**src/hw/scanconv_pkg.sv**
```systemverilog
`default_nettype none

package scanconv_pkg;

    // ========================================
    // video
    // ========================================

    localparam int COLOR_W = 8;  // bits per channel

    // red in the top byte, blue in the low byte
    typedef logic [3*COLOR_W-1:0] pixel_t;

    typedef logic [1:0] osd_color_t;  // palette index from the OSD generator

    // fixed OSD palette
    localparam pixel_t OSD_BLACK  = '0;
    localparam pixel_t OSD_BLUE   = {{COLOR_W{1'b0}}, {COLOR_W{1'b0}}, {COLOR_W{1'b1}}};
    localparam pixel_t OSD_YELLOW = {{COLOR_W{1'b1}}, {COLOR_W{1'b1}}, {COLOR_W{1'b0}}};
    localparam pixel_t OSD_WHITE  = '1;

    // ========================================
    // control
    // ========================================

    localparam int KEY_W = 2;

    typedef logic [KEY_W-1:0] key_t;  // active low buttons

    // hold time is 2**RESYNC_LED_W - 1 cycles of clk27
    localparam int RESYNC_LED_W = 8;

    typedef logic [RESYNC_LED_W-1:0] led_cnt_t;

endpackage

`default_nettype wire

```
**src/hw/pixel_if.sv**
```systemverilog
`timescale 1ns/1ns
`default_nettype none

// one pixel per clk27 cycle, no handshake
interface pixel_if import scanconv_pkg::*; ();

    pixel_t rgb;
    logic   hsync;
    logic   vsync;
    logic   de;  // active video

    // producer side
    modport src (
        output rgb,
        output hsync,
        output vsync,
        output de
    );

    // consumer side
    modport snk (
        input rgb,
        input hsync,
        input vsync,
        input de
    );

endinterface

`default_nettype wire

```
**src/hw/osd_mixer.sv**
```systemverilog
`timescale 1ns/1ns
`default_nettype none

module osd_mixer import scanconv_pkg::*; (
    input  wire logic       clk27,
    input  wire logic       sys_reset_n,

    pixel_if.snk            pix_i,        // scaler output
    input  wire logic       osd_enable_i,
    input  wire osd_color_t osd_color_i,

    pixel_if.src            pix_o         // towards the transmitter
);

    pixel_t osd_rgb;   // palette lookup
    pixel_t mix_rgb;   // overlay result

    pixel_t s1_rgb;
    logic   s1_hsync;
    logic   s1_vsync;
    logic   s1_de;

    pixel_t s2_rgb;
    logic   s2_hsync;
    logic   s2_vsync;
    logic   s2_de;

    // ========================================
    // palette and overlay select
    // ========================================

    always_comb begin
        case (osd_color_i)
            2'd0:    osd_rgb = OSD_BLACK;
            2'd1:    osd_rgb = OSD_BLUE;
            2'd2:    osd_rgb = OSD_YELLOW;
            default: osd_rgb = OSD_WHITE;
        endcase
    end

    assign mix_rgb = osd_enable_i ? osd_rgb : pix_i.rgb;

    // ========================================
    // stage 1 and stage 2
    // ========================================

    always_ff @(posedge clk27 or negedge sys_reset_n) begin
        if (!sys_reset_n) begin
            s1_rgb   <= '0;
            s1_hsync <= 1'b0;
            s1_vsync <= 1'b0;
            s1_de    <= 1'b0;
        end else begin
            s1_rgb   <= mix_rgb;
            s1_hsync <= pix_i.hsync;  // syncs pass untouched
            s1_vsync <= pix_i.vsync;
            s1_de    <= pix_i.de;
        end
    end

    // launch register for the transmitter pins
    always_ff @(posedge clk27 or negedge sys_reset_n) begin
        if (!sys_reset_n) begin
            s2_rgb   <= '0;
            s2_hsync <= 1'b0;
            s2_vsync <= 1'b0;
            s2_de    <= 1'b0;
        end else begin
            s2_rgb   <= s1_rgb;
            s2_hsync <= s1_hsync;
            s2_vsync <= s1_vsync;
            s2_de    <= s1_de;
        end
    end

    assign pix_o.rgb   = s2_rgb;
    assign pix_o.hsync = s2_hsync;
    assign pix_o.vsync = s2_vsync;
    assign pix_o.de    = s2_de;

endmodule

`default_nettype wire

```
**src/hw/async_input_sync.sv**
```systemverilog
`timescale 1ns/1ns
`default_nettype none

module async_input_sync import scanconv_pkg::*; (
    input  wire logic clk27,
    input  wire logic sys_reset_n,

    input  wire key_t keys_i,           // active low, straight from the pins
    input  wire logic ir_rx_i,          // idles high
    input  wire logic resync_strobe_i,  // from the scaler

    output key_t      keys_o,
    output logic      ir_rx_o,
    output logic      resync_o
);

    key_t keys_sync1;
    key_t keys_sync2;
    logic ir_sync1;
    logic ir_sync2;
    logic resync_sync1;
    logic resync_sync2;

    // buttons and IR come up released / idle
    always_ff @(posedge clk27 or negedge sys_reset_n) begin
        if (!sys_reset_n) begin
            keys_sync1 <= '1;
            keys_sync2 <= '1;
            ir_sync1   <= 1'b1;
            ir_sync2   <= 1'b1;
        end else begin
            keys_sync1 <= keys_i;
            keys_sync2 <= keys_sync1;
            ir_sync1   <= ir_rx_i;
            ir_sync2   <= ir_sync1;
        end
    end

    // strobe idles low
    always_ff @(posedge clk27 or negedge sys_reset_n) begin
        if (!sys_reset_n) begin
            resync_sync1 <= 1'b0;
            resync_sync2 <= 1'b0;
        end else begin
            resync_sync1 <= resync_strobe_i;
            resync_sync2 <= resync_sync1;
        end
    end

    assign keys_o   = keys_sync2;
    assign ir_rx_o  = ir_sync2;
    assign resync_o = resync_sync2;  // level only, edge found downstream

endmodule

`default_nettype wire

```
**src/hw/resync_led_timer.sv**
```systemverilog
`timescale 1ns/1ns
`default_nettype none

module resync_led_timer import scanconv_pkg::*; (
    input  wire logic clk27,
    input  wire logic sys_reset_n,

    input  wire logic resync_i,  // already synchronized
    output logic      led_o
);

    logic     resync_prev;
    logic     resync_rise;
    led_cnt_t hold_cnt;

    // ========================================
    // edge detect
    // ========================================

    always_ff @(posedge clk27 or negedge sys_reset_n) begin
        if (!sys_reset_n) begin
            resync_prev <= 1'b0;
        end else begin
            resync_prev <= resync_i;
        end
    end

    assign resync_rise = resync_i & ~resync_prev;

    // ========================================
    // hold counter
    // ========================================

    // a new edge restarts the full hold time
    always_ff @(posedge clk27 or negedge sys_reset_n) begin
        if (!sys_reset_n) begin
            hold_cnt <= '0;
        end else if (resync_rise) begin
            hold_cnt <= '1;
        end else if (hold_cnt != '0) begin
            hold_cnt <= hold_cnt - 1'b1;
        end
    end

    assign led_o = (hold_cnt != '0);  // lit while counting

endmodule

`default_nettype wire

```
**src/hw/scanconv_io_top.sv**
```systemverilog
`timescale 1ns/1ns
`default_nettype none

module scanconv_io_top import scanconv_pkg::*; (
    input  wire logic       clk27,        // system and pixel clock
    input  wire logic       sys_reset_n,

    // scaler video in
    input  wire pixel_t     sc_rgb_i,
    input  wire logic       sc_hsync_i,
    input  wire logic       sc_vsync_i,
    input  wire logic       sc_de_i,
    input  wire logic       osd_enable_i,
    input  wire osd_color_t osd_color_i,

    // asynchronous board inputs
    input  wire key_t       keys_i,
    input  wire logic       ir_rx_i,
    input  wire logic       resync_strobe_i,

    // transmitter video out
    output pixel_t          tx_rgb_o,
    output logic            tx_hsync_o,
    output logic            tx_vsync_o,
    output logic            tx_de_o,

    // synchronized controls and LED
    output key_t            keys_o,
    output logic            ir_rx_o,
    output logic            resync_led_o
);

    logic resync_sync;  // strobe level in the clk27 domain

    pixel_if pix_in ();
    pixel_if pix_out ();

    // ========================================
    // video path
    // ========================================

    assign pix_in.rgb   = sc_rgb_i;
    assign pix_in.hsync = sc_hsync_i;
    assign pix_in.vsync = sc_vsync_i;
    assign pix_in.de    = sc_de_i;

    osd_mixer osd_mixer_inst (
        .clk27        (clk27),
        .sys_reset_n  (sys_reset_n),
        .pix_i        (pix_in),
        .osd_enable_i (osd_enable_i),
        .osd_color_i  (osd_color_i),
        .pix_o        (pix_out)
    );

    assign tx_rgb_o   = pix_out.rgb;
    assign tx_hsync_o = pix_out.hsync;
    assign tx_vsync_o = pix_out.vsync;
    assign tx_de_o    = pix_out.de;

    // ========================================
    // control path
    // ========================================

    async_input_sync async_input_sync_inst (
        .clk27           (clk27),
        .sys_reset_n     (sys_reset_n),
        .keys_i          (keys_i),
        .ir_rx_i         (ir_rx_i),
        .resync_strobe_i (resync_strobe_i),
        .keys_o          (keys_o),
        .ir_rx_o         (ir_rx_o),
        .resync_o        (resync_sync)
    );

    resync_led_timer resync_led_timer_inst (
        .clk27       (clk27),
        .sys_reset_n (sys_reset_n),
        .resync_i    (resync_sync),
        .led_o       (resync_led_o)
    );

endmodule

`default_nettype wire

```
**config.mk**
```make
export PLATFORM = sky130hd
export DESIGN_NAME = scanconv_io_top
export DESIGN_NICKNAME = d
export VERILOG_FILES = /design/src/hw/scanconv_pkg.sv /design/src/hw/pixel_if.sv /design/src/hw/osd_mixer.sv /design/src/hw/async_input_sync.sv /design/src/hw/resync_led_timer.sv /design/src/hw/scanconv_io_top.sv
export SDC_FILE = /design/constraint.sdc
export NUM_CORES = 1
export LEC_CHECK = 0
export BUFFER_PORTS_ARGS = -buffer_cell sky130_fd_sc_hd__buf_2
export CAP_MARGIN = 10
export CORE_AREA = 2 2 79 81
export CTS_CLUSTER_DIAMETER = 60
export CTS_CLUSTER_SIZE = 20
export DETAILED_ROUTE_END_ITERATION = 7
export DIE_AREA = 0 0 81 83
export PLACE_DENSITY = 0.73
export SETUP_SLACK_MARGIN = 0.2
export SYNTH_ARGS = -nofsm -noshare
export SYNTH_HDL_FRONTEND = slang
export SYNTH_SLANG_ARGS = --single-unit
```
**constraint.sdc**
```tcl
create_clock -name clk27 -period 2.2 [get_ports clk27]
set_clock_uncertainty 0.1 [all_clocks]
set_input_delay 0.11 -clock clk27 [delete_from_list [all_inputs] [get_ports clk27]]
set_output_delay 0.11 -clock clk27 [all_outputs]
set_load 0.02 [all_outputs]
```
== Word level (Yosys, flattened, before mapping) ==
Cells that the tools add are included.
Operators by class
  $add $sub $neg: 1
  eq/ne operators: 2
  mux-type cells: 4
  bitwise logic cells: 2
  reductions and logical operators: 3
Operator list (number)
  $pmux W24 S3: 1
  $mux W24: 1
  $mux W8: 2
  $reduce_bool A8 Y1: 1
  $sub A8 B1 Y8 const B: 1
  $eq A2 B1 Y1 const B: 1
  $eq A2 B2 Y1 const B: 1
  $logic_not A2 Y1: 1
  $reduce_bool A2 Y1: 1
  $and A1 B1 Y1: 1
  $not A1 Y1: 1
Storage, ports and cells
  register bits after elaboration: 71
  input port bits: 36

== Longest topological paths before layout ==
Gate-level depths: netlist of the first run.
  word-level depth: 3
  depth in mapped cells: 5
  gate-level depth less buffers: 5

== Modules after synthesis ==
A second synthesis of the first run with hierarchy kept.
Unflattened totals
  cells, all modules: 139
  area, all modules: 2451.1 um^2
Modules (own cells, without submodules)
  osd_mixer: instances 1, cells each 82, area an instance 1752.9 um^2, seq. area each 1351.3 um^2
  resync_led_timer: instances 1, cells each 49, area an instance 490.5 um^2, seq. area each 225.2 um^2
  async_input_sync: instances 1, cells each 8, area an instance 207.7 um^2, seq. area each 207.7 um^2

== Worst setup path before layout of the first run ==
OpenSTA, ideal clock, no wires.
  kind: reg-to-reg
  start: register resync_led_timer_inst.hold_cnt[0]
  end: register resync_led_timer_inst.hold_cnt[1]
  library setup time: 0.118 ns
  arrival time: 1.561 ns
  data required time: 1.982 ns
  path slack: 0.421 ns
  cell stages (with the launch flop): 6
  buffers on the path: 0
  period minus slack after synthesis: 1.779 ns
  cells stage by stage: dfrtp_1 > inv_1 > ha_1 > or4b_1 > or3_1 > a21o_1
On the way
  longest elaborated chain between the ends: 3
Ends and longest elaborated chain
  start: declaration: line resync_led_timer.sv:14  | led_cnt_t hold_cnt;
  start signal: assignment: line resync_led_timer.sv:41  | hold_cnt <= hold_cnt - 1'b1;
  $sub A8 B1 Y8: line resync_led_timer.sv:41
  $mux W8: line resync_led_timer.sv:40  | end else if (hold_cnt != '0) begin
  $mux W8: line resync_led_timer.sv:38  | end else if (resync_rise) begin
Parallel ways exist; a longest one is shown, timed or not. The select of a mux whose other input is x is not followed.
A chain may end at the register's enable or synchronous reset.

== Worst setup path in the final report of the first run ==
Same ends and word-level chain as after synthesis.

==> run summary, run 1 <==
post-DP HPWL - 2.64 mm
min cycle time layout - 1.91 ns
Core Rows - 28
Mapped Nets - 201
fraction of registers with async set/reset - 1.00
WL per Instance - 12.0 microns
CTS tree - done
Least-Margin Pin Slew - 0.838 ns
largest delay contributor family on the critical path - simple AND/OR/NAND/NOR gates
CP Cell Sequence - inv_1, ha_1, or4b_1, or3_1, a21o_1
Clock Path Buffers - 2
total CTS buffers - 9
Hold Fails Final Rpt - 0
Reg clk slew, reported paths - 0.07 ns
buffers and inverters on the worst path - 1
CTS H-tree lvls - 3
Die Span Y - 83 microns
WS Path Type - reg2reg
RD Place Congestion - 0.785
syn avg cell area - 14.0 sq um
Skew-Pair Late Insertion Delay - 0.32 ns
GRT Total Usage - 0.138
Cells after Synth - 163
hold-fix buffer count after cts - 32
crit-path max cell delay - 0.49 ns
Final nets - 306
initial drt markers - 115
count of cell types in the netlist - 28
share of layout cells above drive strength 1 - 0.319
Cells after DPL - 300
Core Footprint - 5820 sq um
status - complete, no violations
first-pass GRT wire length - 6.90 mm
num ports - 67
total power - 2.78 mW
setup bufs post-CTS - 0
Crit-path slowest cell - or4b_1
DRC viols - 0
Final Non-Filler Cells - 348
critical path capture point type - register
IO Port Bufs - 66
Seq/Total Area, Yosys - 0.783
width of the die - 81 microns
vias post-DR - 1548
Peak supply drop - 0.377 mV
worst slack, placed - 0.321 ns
WL met2 - 2.19 mm
synth warn - 0
synthesis-stage register bit count - 71
final worst path period share - 0.869
area delta synth->final - 40.9%
power density cells - 866 nW/um^2
die area - 6720 sq um
setup_tns - 0 ns
startpoint class of the critical path - register
Relative slew margins - 0.442
Max Slew Vio Count - 0
post-cts resize count - 0
worst min path class - in2reg
Num Clock Sinks - 71
Worst EP arrival - 2.02 ns
Pre-Repair DR Iteration Count - 4
Antenna Nets Post-Route - 0
worst setup margin - 0.287 ns
CP max FO - 4
LEAKAGE - 1.56 nW
fillers - 501
CTS root buffer - clkbuf_8
WP data required - 2.31 ns
total grt overflow - 0
pin count of the biggest net entering global routing - 72
Max-Cap Viols - 0
number of flops mapped to enable cells by yosys - 0
final wirelength - 4.18 mm
dominant synthesized flop cell - dfrtp_1
FMAX - 523 MHz
Routed met3 length - 178 microns
hold_ws - 0.0437 ns
DR top layer - met4
Final Setup Violations - 0
vias in the first global route - 1492
Antenna diodes - 0
initial antenna violation count - 0
synthesized area - 2280 sq um
Initial Util - 0.392
met1 wire length - 1.70 mm
Via density - 4.45
unrepaired setup endpoints after global routing - no
-- cell type report --
type                            instances  area (sq um)  area share
Timing Repair Buffer                   98           653       0.203
Sequential cell                        71          1780       0.556
Tap cell                               75          93.8      0.0292
Clock inverter                          3          42.5      0.0133
Inverter                               27           101      0.0316
Clock buffer                           13           159      0.0495
Multi-Input combinational cell         61           377       0.117
-- worst register-to-register path: stages, from the launching register on --
cell	delay [ns]
dfrtp_1	0.41
inv_1	0.11
ha_1	0.20
or4b_1	0.49
or3_1	0.33
a21o_1	0.16
-- layout by cell type, fill, tap and decap left out, types with 2 or more instances in the layout --
master,synthesis,routed
nand2_1,3,3
nand3_1,2,2
clkbuf_1,3,2
inv_1,27,27
nor2b_1,2,2
or3_1,2,2
nand2b_1,2,2
o31ai_1,2,2
clkbuf_8,0,11
dlygate4sd3_1,0,32
dfrtp_1,65,65
nor2_1,3,3
or4_1,2,2
o211ai_1,3,3
buf_2,1,65
ha_1,2,2
dfstp_2,6,6
o21ai_0,26,26
-- report_power, final --
group	switching [mW]	internal [mW]
clock network	0.429	0.585
logic	0.168	0.130
registers	0.0529	1.42
-- stage by stage --
step                 util  cell area (sq um)
floorplan               -               2280
global placement    0.462               2690
detailed placement  0.462               2690
CTS                 0.552               3210
global route        0.552               3210
finish              0.552               3210
-- flip-flops by register name (all words and copies together), names as in the netlist, 2 cells and up --
signal                            flops
resync_led_timer_inst.hold_cnt        8
osd_mixer_inst.s1_rgb                24
osd_mixer_inst.pix_o.rgb             24
async_input_sync_inst.keys_sync1      2
async_input_sync_inst.keys_o          2
-- cell usage after synthesis (all sizes together) (2+ instances only) --
cell type	count	share of area
o211ai	3	0.0099
clkbuf	3	0.0049
o31ai	2	0.0066
nor2b	2	0.0055
ha	2	0.011
nand2	3	0.0049
dfstp	6	0.069
dfrtp	65	0.71
or4	3	0.012
nand2b	2	0.0055
nand3	2	0.0044
inv	27	0.044
nor2	3	0.0049
or3	2	0.0055
o21ai	27	0.059
-- metal layers --
metal  vias to the layer above  global-route usage
li1                        747                   -
met1                       745               0.168
met2                        46               0.215
met3                        10              0.0359
met4                         0              0.0894
met5                         -                   0
-- worst paths after layout --
check / start / end / slack [ns] / depth (start not counted)
worst max-delay path: resync_led_timer_inst.hold_cnt[0] / resync_led_timer_inst.hold_cnt[1] / 0.29 / 5
worst min-delay path: osd_color_i[0] / osd_mixer_inst.s1_rgb[0] / 0.04 / 3
worst max register to register: resync_led_timer_inst.hold_cnt[0] / resync_led_timer_inst.hold_cnt[1] / 0.29 / 5
worst min register to register: osd_mixer_inst.s1_rgb[10] / osd_mixer_inst.pix_o.rgb[10] / 0.25 / 0
max in group asynchronous: sys_reset_n / osd_mixer_inst.s1_rgb[8] / 1.11 / 2
min in group asynchronous: sys_reset_n / resync_led_timer_inst.hold_cnt[6] / 0.34 / 2
-- cells by family after synthesis --
kind of cell / after synthesis / share of synthesized area
flops: 71 / 0.783
compound gates: 38 / 0.0988
simple gates: 21 / 0.0555
fa+ha+maj: 2 / 0.0110
buf+inv: 31 / 0.0516
Power figures use the tool's default switching activity.
==> run 2, diff against run 1 <==
Settings changed: CORE_AREA 2 2 79 81 to 2 2 84 86, DIE_AREA 0 0 81 83 to 0 0 86 88, PLACE_DENSITY 0.73 to unset.
==> run summary, run 2 (synthesized netlist as in run 1, its figures left out) <==
status - complete, no violations
Reg clk slew, reported paths - 0.07 ns
num ports - 67
initial antenna violation count - 0
final worst path period share - 0.867
total power - 3.13 mW
buffers and inverters on the worst path - 1
width of the die - 86 microns
worst min path class - in2reg
Final Setup Violations - 0
power density cells - 953 nW/um^2
WS Path Type - reg2out
CP Depth - 4
RD Place Congestion - 0.831
worst setup margin - 0.293 ns
largest delay contributor family on the critical path - simple AND/OR/NAND/NOR gates
pin count of the biggest net entering global routing - 72
total grt overflow - 0
CP Cell Sequence - or3_1, nor2_1, nand2_1, buf_2
Antenna diodes - 0
Final Non-Filler Cells - 353
post-route cell area - 3290 sq um
Via density - 4.44
setup bufs post-CTS - 0
min cycle time layout - 1.91 ns
WL per Instance - 12.0 microns
Crit-path slowest cell - or3_1
WP data required - 1.99 ns
Crit Reg-Reg Startpoint - resync_led_timer_inst.hold_cnt[0]
Pre-Repair DR Iteration Count - 4
r2r endpoint - resync_led_timer_inst.hold_cnt[1]
CP max FO - 8
total CTS buffers - 9
Core Rows - 30
Skew-Pair Late Insertion Delay - 0.33 ns
CP endpoint - resync_led_o
critical path capture point type - output pin
Core Footprint - 6640 sq um
area delta synth->final - 44.2%
CTS root buffer - clkbuf_8
Cells after DPL - 305
Max Slew Vio Count - 0
GRT Total Usage - 0.125
CTS tree - done
Hold Fails Final Rpt - 0
beginning of the critical path - resync_led_timer_inst.hold_cnt[4]
IO Port Bufs - 66
Initial Util - 0.343
setup_tns - 0 ns
worst slack, placed - 0.339 ns
vias post-DR - 1567
Peak supply drop - 0.318 mV
startpoint class of the critical path - register
final wirelength - 4.25 mm
first-pass GRT wire length - 7.09 mm
hold_ws - 0.0564 ns
share of layout cells above drive strength 1 - 0.322
post-cts resize count - 0
R2R Setup Slk - 0.30 ns
post-DP HPWL - 2.50 mm
unrepaired setup endpoints after global routing - no
Worst EP arrival - 1.70 ns
Least-Margin Pin Slew - 0.847 ns
FMAX - 524 MHz
initial drt markers - 61
cells on worst reg2reg path - 5
crit-path max cell delay - 0.49 ns
CTS H-tree lvls - 3
Clock Path Buffers - 2
vias in the first global route - 1544
LEAKAGE - 1.59 nW
Relative slew margins - 0.435
Num Clock Sinks - 71
Final nets - 306
die area - 7570 sq um
DRC viols - 0
commonest non-fill, non-tap cells in the layout - dfrtp_1 (65), buf_2 (65), dlygate4sd3_1 (32), inv_1 (27), o21ai_0 (26)
Antenna Nets Post-Route - 0
final core utilization - 0.495
Die Span Y - 88 microns
dpl cell area - 2700 sq um
Max-Cap Viols - 0
## run 2: area by class of cell
| type | count | area (sq um) |
|---|---|---|
| fill | 597 | 3360 |
| sequential | 71 | 1780 |
| timing repair buffer | 98 | 653 |
| multi-input combinational | 61 | 377 |
| clock buffer | 11 | 141 |
| clock inverter | 5 | 129 |
| inverter | 27 | 101 |
| tap | 80 | 100 |
## run 2: power by group
part | leakage (nW) | switching, mW | total (mW) | internal [mW]
Sequential | 0.820 | 0.0537 | 1.47 | 1.41
Combinational | 0.636 | 0.164 | 0.294 | 0.130
Clock | 0.134 | 0.468 | 1.37 | 0.902
Total | 1.59 | 0.686 | 3.13 | 2.45
## run 2: worst min-delay path by stage
stage                                               end            from  slack [ns]  cells past startpoint
finish                         osd_mixer_inst.s1_rgb[2]  osd_color_i[0]        0.06                      3
global route                   osd_mixer_inst.s1_rgb[2]  osd_color_i[0]        0.05                      3
CTS                            osd_mixer_inst.s1_rgb[2]  osd_color_i[0]        0.03                      3
detailed placement       async_input_sync_inst.ir_sync1         ir_rx_i        0.12                      1
global placement    async_input_sync_inst.keys_sync1[1]       keys_i[1]        0.12                      1
floorplan                async_input_sync_inst.resync_o     sys_reset_n       -0.29                      0
## run 2: what timing repair did
action                                  in CTS  in global routing
hold buffers                                32                  0
hold endpoints to repair                    96                  0
endpoints found under the setup margin       0                  0
## run 2: tightest hold or removal path: cells and delay by family
family | cells | cell delay [ns]
compound gates | 1 | 0.11
simple gates | 1 | 0.14
buf+inv | 1 | 0.08
## run 2: metal layers
| metal | vias up | routed length [microns] | global-route usage |
|---|---|---|---|
| met5 | - | 0 | 0 |
| met4 | 0 | 64 | 0.0519 |
| met3 | 6 | 296 | 0.0518 |
| met2 | 53 | 2080 | 0.197 |
| met1 | 760 | 1810 | 0.153 |
| li1 | 748 | - | - |
